`src/include/cic_cfg.svh`:
```
`ifndef CIC_CFG_SVH
`define CIC_CFG_SVH

// filter structure
`define CIC_STAGES 2 // integrator count, same as comb count
`define CIC_DECIM 4 // decimation ratio R, fixed at build time

// input side widths
`define CIC_SAMPLE_W 13 // signed input sample
`define CIC_GAIN_W 5 // signed per-sample gain

// product width, as wide as the multiply slice output it replaces
`define CIC_PROD_W 23

// accumulator growth is stages * log2(R) bits on top of the product
// 23 + 2 * 2 = 27, so the comb output is exact under wrap
`define CIC_ACC_W 27

// multiply section depth
// two input regs, one multiplier reg, one product reg
`define CIC_MULT_LAT 4

`endif

```
`src/source/cic_pkg.sv`:
```
`include "cic_cfg.svh"

package cic_pkg;

    // raw input sample from the converter
    typedef logic signed [`CIC_SAMPLE_W-1:0] sample_t;

    // gain word, sampled alongside each sample
    typedef logic signed [`CIC_GAIN_W-1:0] gain_t;

    // gain times sample, full width with spare headroom
    typedef logic signed [`CIC_PROD_W-1:0] prod_t;

    // integrator and comb word, wraps modulo 2**CIC_ACC_W
    typedef logic signed [`CIC_ACC_W-1:0] acc_t;

endpackage

```
`src/source/dsp48_integrator_section_0.sv`:
```
`timescale 1ns/1ps

`include "cic_cfg.svh"

module dsp48_integrator_section_0 (
    input  logic             clk,
    input  logic             rst,
    input  cic_pkg::gain_t   a, // gain
    input  cic_pkg::sample_t b, // sample
    input  logic             in_valid,
    output cic_pkg::prod_t   p,
    output logic             p_valid
);

    import cic_pkg::*;

    localparam int LAT = `CIC_MULT_LAT; // must stay 4 to match the data regs below

    gain_t   a_reg1; // first a stage
    gain_t   a_reg2; // second a stage
    sample_t b_reg1; // first b stage
    sample_t b_reg2; // second b stage
    prod_t   m_reg; // multiplier output reg
    prod_t   p_reg; // product output reg

    logic [LAT-1:0] vld_sr; // valid delay line, bit 0 is newest

    // data path, free running like the slice pipeline regs
    always_ff @(posedge clk) begin
        a_reg1 <= a; // capture stage
        b_reg1 <= b;
        a_reg2 <= a_reg1; // second input stage
        b_reg2 <= b_reg1;
        m_reg  <= a_reg2 * b_reg2; // operands sign extend to product width
        p_reg  <= m_reg;
    end

    // strobe follows the data through the same four regs
    always_ff @(posedge clk) begin
        if (rst) begin
            vld_sr <= '0;
        end else begin
            vld_sr <= {vld_sr[LAT-2:0], in_valid}; // shift toward msb
        end
    end

    assign p       = p_reg;
    assign p_valid = vld_sr[LAT-1]; // high 4 cycles after in_valid

endmodule

```
`src/source/cic_integrator.sv`:
```
`timescale 1ns/1ps

`include "cic_cfg.svh"

module cic_integrator (
    input  logic           clk,
    input  logic           rst,
    input  cic_pkg::prod_t p,
    input  logic           p_valid,
    output cic_pkg::acc_t  integ,
    output logic           integ_valid
);

    import cic_pkg::*;

    localparam int STAGES = `CIC_STAGES;

    acc_t acc [STAGES]; // running sums, one per stage
    logic vld [STAGES]; // per stage strobe, one cycle apart

    acc_t p_ext; // product widened to accumulator width

    assign p_ext = acc_t'(p); // signed cast, sign extends

    // each stage adds once per item, so gaps just hold the sums
    // overflow wraps on purpose, the combs undo it
    always_ff @(posedge clk) begin
        if (rst) begin
            for (int i = 0; i < STAGES; i++) begin
                acc[i] <= '0;
                vld[i] <= 1'b0;
            end
        end else begin
            vld[0] <= p_valid;
            if (p_valid) begin
                acc[0] <= acc[0] + p_ext; // first stage eats the product
            end
            for (int i = 1; i < STAGES; i++) begin
                vld[i] <= vld[i-1]; // stage i sees stage i-1 one cycle late
                if (vld[i-1]) begin
                    acc[i] <= acc[i] + acc[i-1]; // registered value of previous stage
                end
            end
        end
    end

    assign integ       = acc[STAGES-1];
    assign integ_valid = vld[STAGES-1]; // STAGES cycles after p_valid

endmodule

```
`src/source/cic_decimator.sv`:
```
`timescale 1ns/1ps

`include "cic_cfg.svh"

module cic_decimator (
    input  logic          clk,
    input  logic          rst,
    input  cic_pkg::acc_t integ,
    input  logic          integ_valid,
    output cic_pkg::acc_t decim,
    output logic          decim_valid
);

    import cic_pkg::*;

    localparam int DECIM = `CIC_DECIM;
    localparam int CNT_W = $clog2(DECIM);

    logic [CNT_W-1:0] cnt; // item count modulo R
    logic             last; // current item is the one kept
    acc_t             decim_reg; // held output word

    assign last = (cnt == CNT_W'(DECIM - 1));

    // count items, not cycles, so idle gaps leave the phase alone
    always_ff @(posedge clk) begin
        if (rst) begin
            cnt         <= '0;
            decim_valid <= 1'b0;
        end else begin
            decim_valid <= integ_valid && last; // one pulse per R items
            if (integ_valid) begin
                cnt <= last ? '0 : cnt + 1'b1;
            end
        end
    end

    always_ff @(posedge clk) begin
        if (integ_valid && last) begin
            decim_reg <= integ; // only every Rth word is kept
        end
    end

    assign decim = decim_reg;

endmodule

```
`src/source/cic_comb.sv`:
```
`timescale 1ns/1ps

`include "cic_cfg.svh"

module cic_comb (
    input  logic          clk,
    input  logic          rst,
    input  cic_pkg::acc_t decim,
    input  logic          decim_valid,
    output cic_pkg::acc_t out_sample,
    output logic          out_valid
);

    import cic_pkg::*;

    localparam int STAGES = `CIC_STAGES;

    acc_t dly [STAGES]; // previous item seen by each stage, M = 1
    acc_t y   [STAGES]; // stage outputs
    logic vld [STAGES]; // stage strobes

    // control and delay state, zero after reset so the first
    // differences start from a known history
    always_ff @(posedge clk) begin
        if (rst) begin
            for (int i = 0; i < STAGES; i++) begin
                dly[i] <= '0;
                vld[i] <= 1'b0;
            end
        end else begin
            vld[0] <= decim_valid;
            if (decim_valid) begin
                dly[0] <= decim; // remember current item
            end
            for (int i = 1; i < STAGES; i++) begin
                vld[i] <= vld[i-1];
                if (vld[i-1]) begin
                    dly[i] <= y[i-1];
                end
            end
        end
    end

    // first differences, wrap matches the integrator wrap
    always_ff @(posedge clk) begin
        if (decim_valid) begin
            y[0] <= decim - dly[0];
        end
        for (int i = 1; i < STAGES; i++) begin
            if (vld[i-1]) begin
                y[i] <= y[i-1] - dly[i]; // one cycle per stage
            end
        end
    end

    assign out_sample = y[STAGES-1];
    assign out_valid  = vld[STAGES-1];

endmodule

```
`src/source/cic_decim_top.sv`:
```
`timescale 1ns/1ps

module cic_decim_top (
    input  logic             clk,
    input  logic             rst,
    input  cic_pkg::gain_t   gain, // may change every sample
    input  cic_pkg::sample_t sample,
    input  logic             in_valid,
    output cic_pkg::acc_t    out_sample,
    output logic             out_valid // 9 cycles after every 4th in_valid
);

    import cic_pkg::*;

    prod_t p; // gain * sample
    logic  p_valid;
    acc_t  integ; // last integrator output
    logic  integ_valid;
    acc_t  decim; // every 4th integrator word
    logic  decim_valid;

    // 4 cycles
    dsp48_integrator_section_0 u_mult (
        .clk      (clk),
        .rst      (rst),
        .a        (gain),
        .b        (sample),
        .in_valid (in_valid),
        .p        (p),
        .p_valid  (p_valid)
    );

    // 2 cycles
    cic_integrator u_integ (
        .clk         (clk),
        .rst         (rst),
        .p           (p),
        .p_valid     (p_valid),
        .integ       (integ),
        .integ_valid (integ_valid)
    );

    // 1 cycle
    cic_decimator u_decim (
        .clk         (clk),
        .rst         (rst),
        .integ       (integ),
        .integ_valid (integ_valid),
        .decim       (decim),
        .decim_valid (decim_valid)
    );

    // 2 cycles, decimated rate
    cic_comb u_comb (
        .clk         (clk),
        .rst         (rst),
        .decim       (decim),
        .decim_valid (decim_valid),
        .out_sample  (out_sample),
        .out_valid   (out_valid)
    );

endmodule

```
`config.mk`:
```
export PLATFORM = sky130hd
export DESIGN_NAME = cic_decim_top
export DESIGN_NICKNAME = d
export VERILOG_FILES = /design/src/source/cic_pkg.sv /design/src/source/dsp48_integrator_section_0.sv /design/src/source/cic_integrator.sv /design/src/source/cic_decimator.sv /design/src/source/cic_comb.sv /design/src/source/cic_decim_top.sv
export VERILOG_INCLUDE_DIRS = /design/src /design/src/include
export SDC_FILE = /design/constraint.sdc
export NUM_CORES = 1
export LEC_CHECK = 0
export BUFFER_PORTS_ARGS = -buffer_cell sky130_fd_sc_hd__buf_2
export CAP_MARGIN = 0
export CORE_UTILIZATION = 45
export DETAILED_ROUTE_END_ITERATION = 7
export PLACE_DENSITY_LB_ADDON = 0.05
export SETUP_SLACK_MARGIN = 0.05
export SYNTH_ARGS = -nofsm -noshare
export SYNTH_HDL_FRONTEND = slang
export SYNTH_SLANG_ARGS = --single-unit
```
`constraint.sdc`:
```
create_clock -name clk -period 9.83 [get_ports clk]
set_input_delay 0 -clock clk [delete_from_list [all_inputs] [get_ports clk]]
set_output_delay 0 -clock clk [all_outputs]
set_load 0.05 [all_outputs]
```
==> impl_metrics.py, run 1 <==
metrics = {
    "logic_synthesis": {
        "synthFlopType": "edfxtp_1",
        "syn_area_per_cell_sq_um": 10.5,
        "ys_seq_area_frac": 0.445,
        "netlist_area_sq_mm": 0.0165,
        "async_flop_share": 0,
        "syn_inst": 1574,
        "synth.ff_latch_count": 272,
        "synth_cell_types": 78,
        "ys_warn_count": 0,
        "synth_edf_count": 189,
        "syn_nets": 1776,
    },
    "global_route": {
        "overflow": 0,
        "grt_use_total": 0.160,
        "grt_pass1_wl_um": 50000,
        "grt_max_degree": 55,
        "grt_pass1_vias": 10700,
        "antenna_found_initial": 0,
    },
    "pwr": {
        "power_w": 0.00336,
        "p_leak_nw": 7.62,
        "peakVddDrop_uv": 164,
        "power_density_mw_per_mm2": 185,
    },
    "clock_tree": {
        "cts_buffers": 31,
        "cts_sinks": 272,
        "root_buffer": "clkbuf_16",
        "h-tree-depth": 1,
        "insertion_delay_ns": 0.58,
        "clkSlewWorstSetupHoldPaths_ns": 0.06,
        "cts_max_path_buffers": 3,
        "cts_tree": "done",
        "postCtsSetupBuffers": 0,
    },
    "floorplanning": {
        "dieArea_sq_mm": 0.0374,
        "die_h_um": 193,
        "die_w_um": 193,
        "core_sq_mm": 0.0358,
        "initial_core_util": 0.460,
        "rows": 69,
        "io_pins": 49,
    },
    "sta": {
        "min_period_ns": 4.37,
        "fin_skew_ns": 0.0153,
        "worst_pin_slew_ns": 0.790,
        "fmax_ghz": 0.229,
        "rsz0062_at_grt": "no",
        "relSlewSlack": 0.466,
        "tns_ns": 0,
        "hold_slack_ns": 0.0550,
        "drv_slew": 0,
        "setup_viol": 0,
        "min_period_over_period": 0.445,
        "timing_hold_violations_final": 0,
    },
    "finish": {
        "reg_top3": "u_comb.dly (54), u_comb.y (54), u_integ.acc (54)",
        "antenna_cells": 0,
        "fill_cells": 3234,
        "final_cell_area_sq_mm": 0.0182,
        "drive_above_1_share": 0.0760,
        "area_delta_synth_final_pct": 10.5,
        "layout.cells.non_filler": 2093,
        "final_cell_mix": "edfxtp_1 (189), inv_1 (157), ha_1 (136)",
        "layout_commonest_cell": "edfxtp_1",
        "nNetsFinal": 1809,
    },
    "setup_path": {
        "cp-end-kind": "flip-flop",
        "crit_end": "u_mult.m_reg[15]$_DFF_P_",
        "regToRegSetupSlack_ns": 5.46,
        "cp.arrival_ns": 4.84,
        "rr_startpoint": "u_mult.a_reg2[4]$_DFF_P_",
        "critPathRequiredTime_ns": 10.30,
        "start_kind": "flip-flop",
        "r2r-end": "u_mult.m_reg[15]$_DFF_P_",
        "path_class": "flip-flop to flip-flop",
        "reg2reg_depth": 14,
        "path_max_fanout": 14,
        "crit_path_start": "u_mult.a_reg2[4]$_DFF_P_",
    },
    "detailed_routing": {
        "num_vias": 10800,
        "drc": 5,
        "drt_iter0_markers": 439,
        "finalWirelength_um": 29600,
        "via_per_inst": 5.18,
        "dr.pass1.iters": 8,
        "routedWlPerCell_um": 14.1,
        "ant_nets": 0,
    },
    "status": {
        "violations": "design-rule violations",
        "outcome": "finished with violations",
    },
    "placement": {
        "place_congestion": 0.846,
        "dpl.hpwl_um": 22300,
        "place_area_sq_mm": 0.0170,
        "io_buffers": 48,
        "placed_cells": 2014,
    },
    "flow_run": {
        "max_cap_violations": 0,
    },
    "min_path": {
        "min-delay-path-class": "input port to flip-flop",
    },
}
per-stage QoR:
step | setup slack, ns | utilization
after floorplan | 5.68 | -
after global placement | 5.54 | 0.474
after detailed placement | 5.41 | 0.474
after CTS | 5.41 | 0.508
after global routing | 5.14 | 0.508
final | 5.46 | 0.508
per-layer routing:
layer	vias up	global-route usage	wire length [um]
li1	5619	-	-
met1	4991	0.181	12700
met2	158	0.303	15000
met3	66	0.0225	794
met4	0	0.0601	1080
met5	-	0	0
Yosys cell counts, types with 4 or more instances:
cell / number / area, sq um
a211oi_1: 14 / 105
a21boi_0: 5 / 37.5
a21o_1: 56 / 420
a21oi_1: 92 / 460
a221oi_1: 5 / 43.8
a31oi_1: 21 / 131
and2_1: 52 / 325
and3_1: 12 / 75.1
and4_1: 5 / 43.8
buf_4: 27 / 203
clkbuf_1: 46 / 173
dfxtp_1: 83 / 1660
edfxtp_1: 189 / 5680
fa_1: 45 / 901
ha_1: 136 / 1700
inv_1: 157 / 589
mux2i_1: 8 / 80.1
nand2_1: 67 / 251
nand2b_1: 18 / 113
nand3_1: 26 / 130
nand4_1: 22 / 138
nor2_1: 105 / 394
nor2b_1: 78 / 488
nor3_1: 26 / 130
o2111ai_1: 5 / 43.8
o211ai_1: 10 / 75.1
o21a_1: 17 / 128
o21ai_0: 35 / 175
o21ai_1: 10 / 50.1
o21bai_1: 12 / 90.1
o311ai_1: 5 / 43.8
o31ai_1: 9 / 67.6
or2_2: 8 / 50.1
or3_1: 4 / 25.0
xnor2_1: 64 / 561
xor2_1: 34 / 298
layout make-up:
cell class / instances / area (sq um) / share of cell area
multi-input combinational: 1070 / 8180 / 0.449
clock buffer: 53 / 992 / 0.0545
timing repair buffer: 75 / 495 / 0.0272
clock inverter: 5 / 42.5 / 0.00234
sequential: 272 / 7340 / 0.403
inverter: 157 / 589 / 0.0323
tap: 461 / 577 / 0.0317
critical path, cell delays in order, from the launching register on:
cell and delay (ns):
dfxtp_1 0.59, nor2b_1 0.25, fa_1 0.44, fa_1 0.54, inv_1 0.05, fa_1 0.52
inv_1 0.04, ha_1 0.34, o21ai_0 0.21, o21bai_1 0.12, a31o_1 0.24, and4_1 0.21
a2111oi_2 0.42, a21oi_1 0.13, xor2_1 0.15
worst min path at each step:
stage | start | slack (ns) | end | cells after the start
2_1_floorplan | gain[0] | 0.03 | u_mult.a_reg1[0]$_DFF_P_ | 0
3_3_place_gp | sample[3] | 0.10 | u_mult.b_reg1[3]$_DFF_P_ | 1
3_5_place_dp | sample[2] | 0.10 | u_mult.b_reg1[2]$_DFF_P_ | 1
4_1_cts | sample[12] | 0.01 | u_mult.b_reg1[12]$_DFF_P_ | 2
5_1_grt | sample[12] | 0.03 | u_mult.b_reg1[12]$_DFF_P_ | 2
6_report | gain[3] | 0.06 | u_mult.a_reg1[3]$_DFF_P_ | 2
power breakdown:
| group | switching, W | internal [W] |
|---|---|---|
| sequential | 0.0000437 | 0.00132 |
| clock | 0.000451 | 0.000684 |
| combinational | 0.000487 | 0.000376 |
what timing repair did:
action,4_1_cts,5_1_grt
hold endpoints to repair,29,0
hold buffers,21,0
resized for setup,0,0
cells by family (layout without fill, tap and decap cells):
group	Yosys count	after routing	synth area share
mux	9	9	0.00554
fa+ha+maj	181	181	0.158
buf+inv	232	290	0.0595
simple gates	443	443	0.141
xor+xnor	98	98	0.0520
compound gates	339	339	0.139
flops	272	272	0.445
Power figures use the tool's default switching activity.
==> run 2: changes to the inputs <==
==> constraint.sdc (replaced) <==
create_clock -name clk -period 4.3 [get_ports clk]
set_input_delay 0 -clock clk [delete_from_list [all_inputs] [get_ports clk]]
set_output_delay 0 -clock clk [all_outputs]
set_load 0.05 [all_outputs]
==> run 2 against run 1 <==
The flow still finishes with violations (design-rule violations). First-iteration DRC count up 14%. Clock power up 130%. Critical path depth up 1. Clock-buffer cell count down 19. Final cell count up 0.43%. Final area up 0.51%. Critical path type unchanged. Largest cell class unchanged. Largest power group unchanged.
==> impl_metrics.py, run 2 (synthesized netlist as in run 1, its figures left out) <==
metrics = {
    "status": {
        "outcome": "finished with violations",
        "violations": "design-rule violations",
    },
    "detailed_routing": {
        "dr.pass1.iters": 7,
        "route.met3.wl_um": 911,
        "met1_length_um": 12400,
        "wl_met2_um": 15100,
        "top_layer": "met4",
        "num_vias": 10900,
        "drc": 5,
        "routedWlPerCell_um": 14.1,
        "via_per_inst": 5.18,
        "finalWirelength_um": 29600,
        "ant_nets": 0,
        "drt_iter0_markers": 500,
    },
    "finish": {
        "antenna_cells": 0,
        "area_delta_synth_final_pct": 11.0,
        "layout_commonest_cell": "edfxtp_1",
        "reg_top3": "u_comb.dly (54), u_comb.y (54), u_integ.acc (54)",
        "final_cell_mix": "edfxtp_1 (189), inv_1 (157), ha_1 (135)",
        "final_cell_area_sq_mm": 0.0183,
        "drive_above_1_share": 0.0914,
        "nNetsFinal": 1818,
    },
    "setup_path": {
        "critPathRequiredTime_ns": 4.80,
        "cp-end-kind": "flip-flop",
        "path_max_fanout": 8,
        "start_kind": "flip-flop",
        "cp.arrival_ns": 4.52,
        "path_class": "flip-flop to flip-flop",
    },
    "sta": {
        "timing_hold_violations_final": 0,
        "min_period_over_period": 0.936,
        "drv_slew": 0,
        "min_period_ns": 4.03,
        "relSlewSlack": 0.396,
        "worst_pin_slew_ns": 0.905,
        "fmax_ghz": 0.248,
        "tns_ns": 0,
        "rsz0062_at_grt": "no",
        "setup_viol": 0,
        "fin_skew_ns": 0.0108,
    },
    "min_path": {
        "min-delay-path-class": "input port to flip-flop",
    },
    "pwr": {
        "internal_power_w": 0.00542,
        "pwr-share-seq": 0.402,
        "clkPwrFrac": 0.336,
        "p_sw_w": 0.00232,
        "p_leak_nw": 7.65,
        "peakVddDrop_uv": 352,
        "power_w": 0.00775,
        "power_density_mw_per_mm2": 423,
        "p_comb_frac": 0.262,
        "switching_share": 0.300,
    },
    "floorplanning": {
        "core_sq_mm": 0.0358,
        "rows": 69,
        "io_pins": 49,
        "die_w_um": 193,
        "initial_core_util": 0.460,
        "die_h_um": 193,
        "dieArea_sq_mm": 0.0374,
    },
    "placement": {
        "place_congestion": 0.836,
        "io_buffers": 48,
        "place_area_sq_mm": 0.0170,
        "dpl.hpwl_um": 22700,
    },
    "clock_tree": {
        "cts_buffers": 31,
        "root_buffer": "clkbuf_16",
        "h-tree-depth": 1,
        "cts_tree": "done",
        "postCtsSetupBuffers": 0,
        "clkSlewWorstSetupHoldPaths_ns": 0.06,
        "cts_sinks": 272,
        "cts_max_path_buffers": 3,
        "insertion_delay_ns": 0.57,
    },
    "global_route": {
        "grt_use_total": 0.162,
        "grt_pass1_vias": 11000,
        "grt_pass1_wl_um": 50600,
        "antenna_found_initial": 0,
        "overflow": 0,
        "grt_max_degree": 30,
    },
    "flow_run": {
        "max_cap_violations": 0,
    },
}
## run 2: cell types whose count changed in the layout (fill, tap and decap cells not counted), sizes merged
cell      change
bufinv        +3
buf           +9
inv           +5
clkinvlp      +6
clkinv        +5
clkbuf       -19
## run 2: worst paths after layout
kind | slack, ns | depth (start not counted) | start | end
worst max-delay path | 0.27 | 15 | u_mult.a_reg2[2]$_DFF_P_ | u_mult.m_reg[14]$_DFF_P_
worst min-delay path | 0.06 | 2 | sample[12] | u_mult.b_reg1[12]$_DFF_P_
worst max register to register | 0.27 | 15 | u_mult.a_reg2[2]$_DFF_P_ | u_mult.m_reg[14]$_DFF_P_
worst min register to register | 0.32 | 0 | u_mult.m_reg[11]$_DFF_P_ | u_mult.p[11]$_DFF_P_
## run 2: power groups by stage
stage,clock network (W),logic [W],registers (W)
final,0.00260,0.00203,0.00312
after global routing,0.00280,0.00229,0.00314
after CTS,0.00270,0.00200,0.00312
after detailed placement,0,0.00197,0.00317
after global placement,0,0.00195,0.00317
after floorplan,0,0.00161,0.00314
## run 2: final cells by class
type	count	area [sq um]
fillers	3193	17500
flip-flops and latches	272	7340
repair buffers	84	563
clock buffers	34	787
well taps	461	577
clock inverters	24	230
inverters	157	589
multi-input cells	1070	8220
## run 2: layer usage
metal,track usage,vias up
met5,0,-
met4,0.0714,0
met3,0.0235,81
met2,0.309,177
met1,0.177,5006
li1,-,5617
## run 2: critical path, stage by stage, from the launching register on
cell,delay [ns]
dfxtp_2,0.35
buf_4,0.16
and2_1,0.14
fa_1,0.47
fa_1,0.54
inv_1,0.05
fa_1,0.52
inv_1,0.04
ha_2,0.32
a21o_1,0.19
a21oi_1,0.16
a2bb2oi_1,0.16
o21ai_1,0.12
or4_1,0.43
o311ai_1,0.13
xnor2_1,0.16
## run 2: stage by stage
stage / utilization / hold WS (ns) / worst slack [ns] / instances
floorplan: - / 0.0277 / 0.153 / 1574
global placement: 0.476 / 0.102 / 0.180 / 2023
detailed placement: 0.476 / 0.104 / 0.126 / 2023
CTS: 0.510 / 0.0186 / 0.119 / 2102
global route: 0.511 / 0.0395 / 0.0683 / 2102
finish: 0.511 / 0.0617 / 0.274 / 2102
## run 2: timing repair
action | in CTS | in global routing
resized for setup | 0 | 11
hold endpoints to repair | 29 | 0
setup endpoints to repair | 0 | 4
hold buffers | 21 | 0
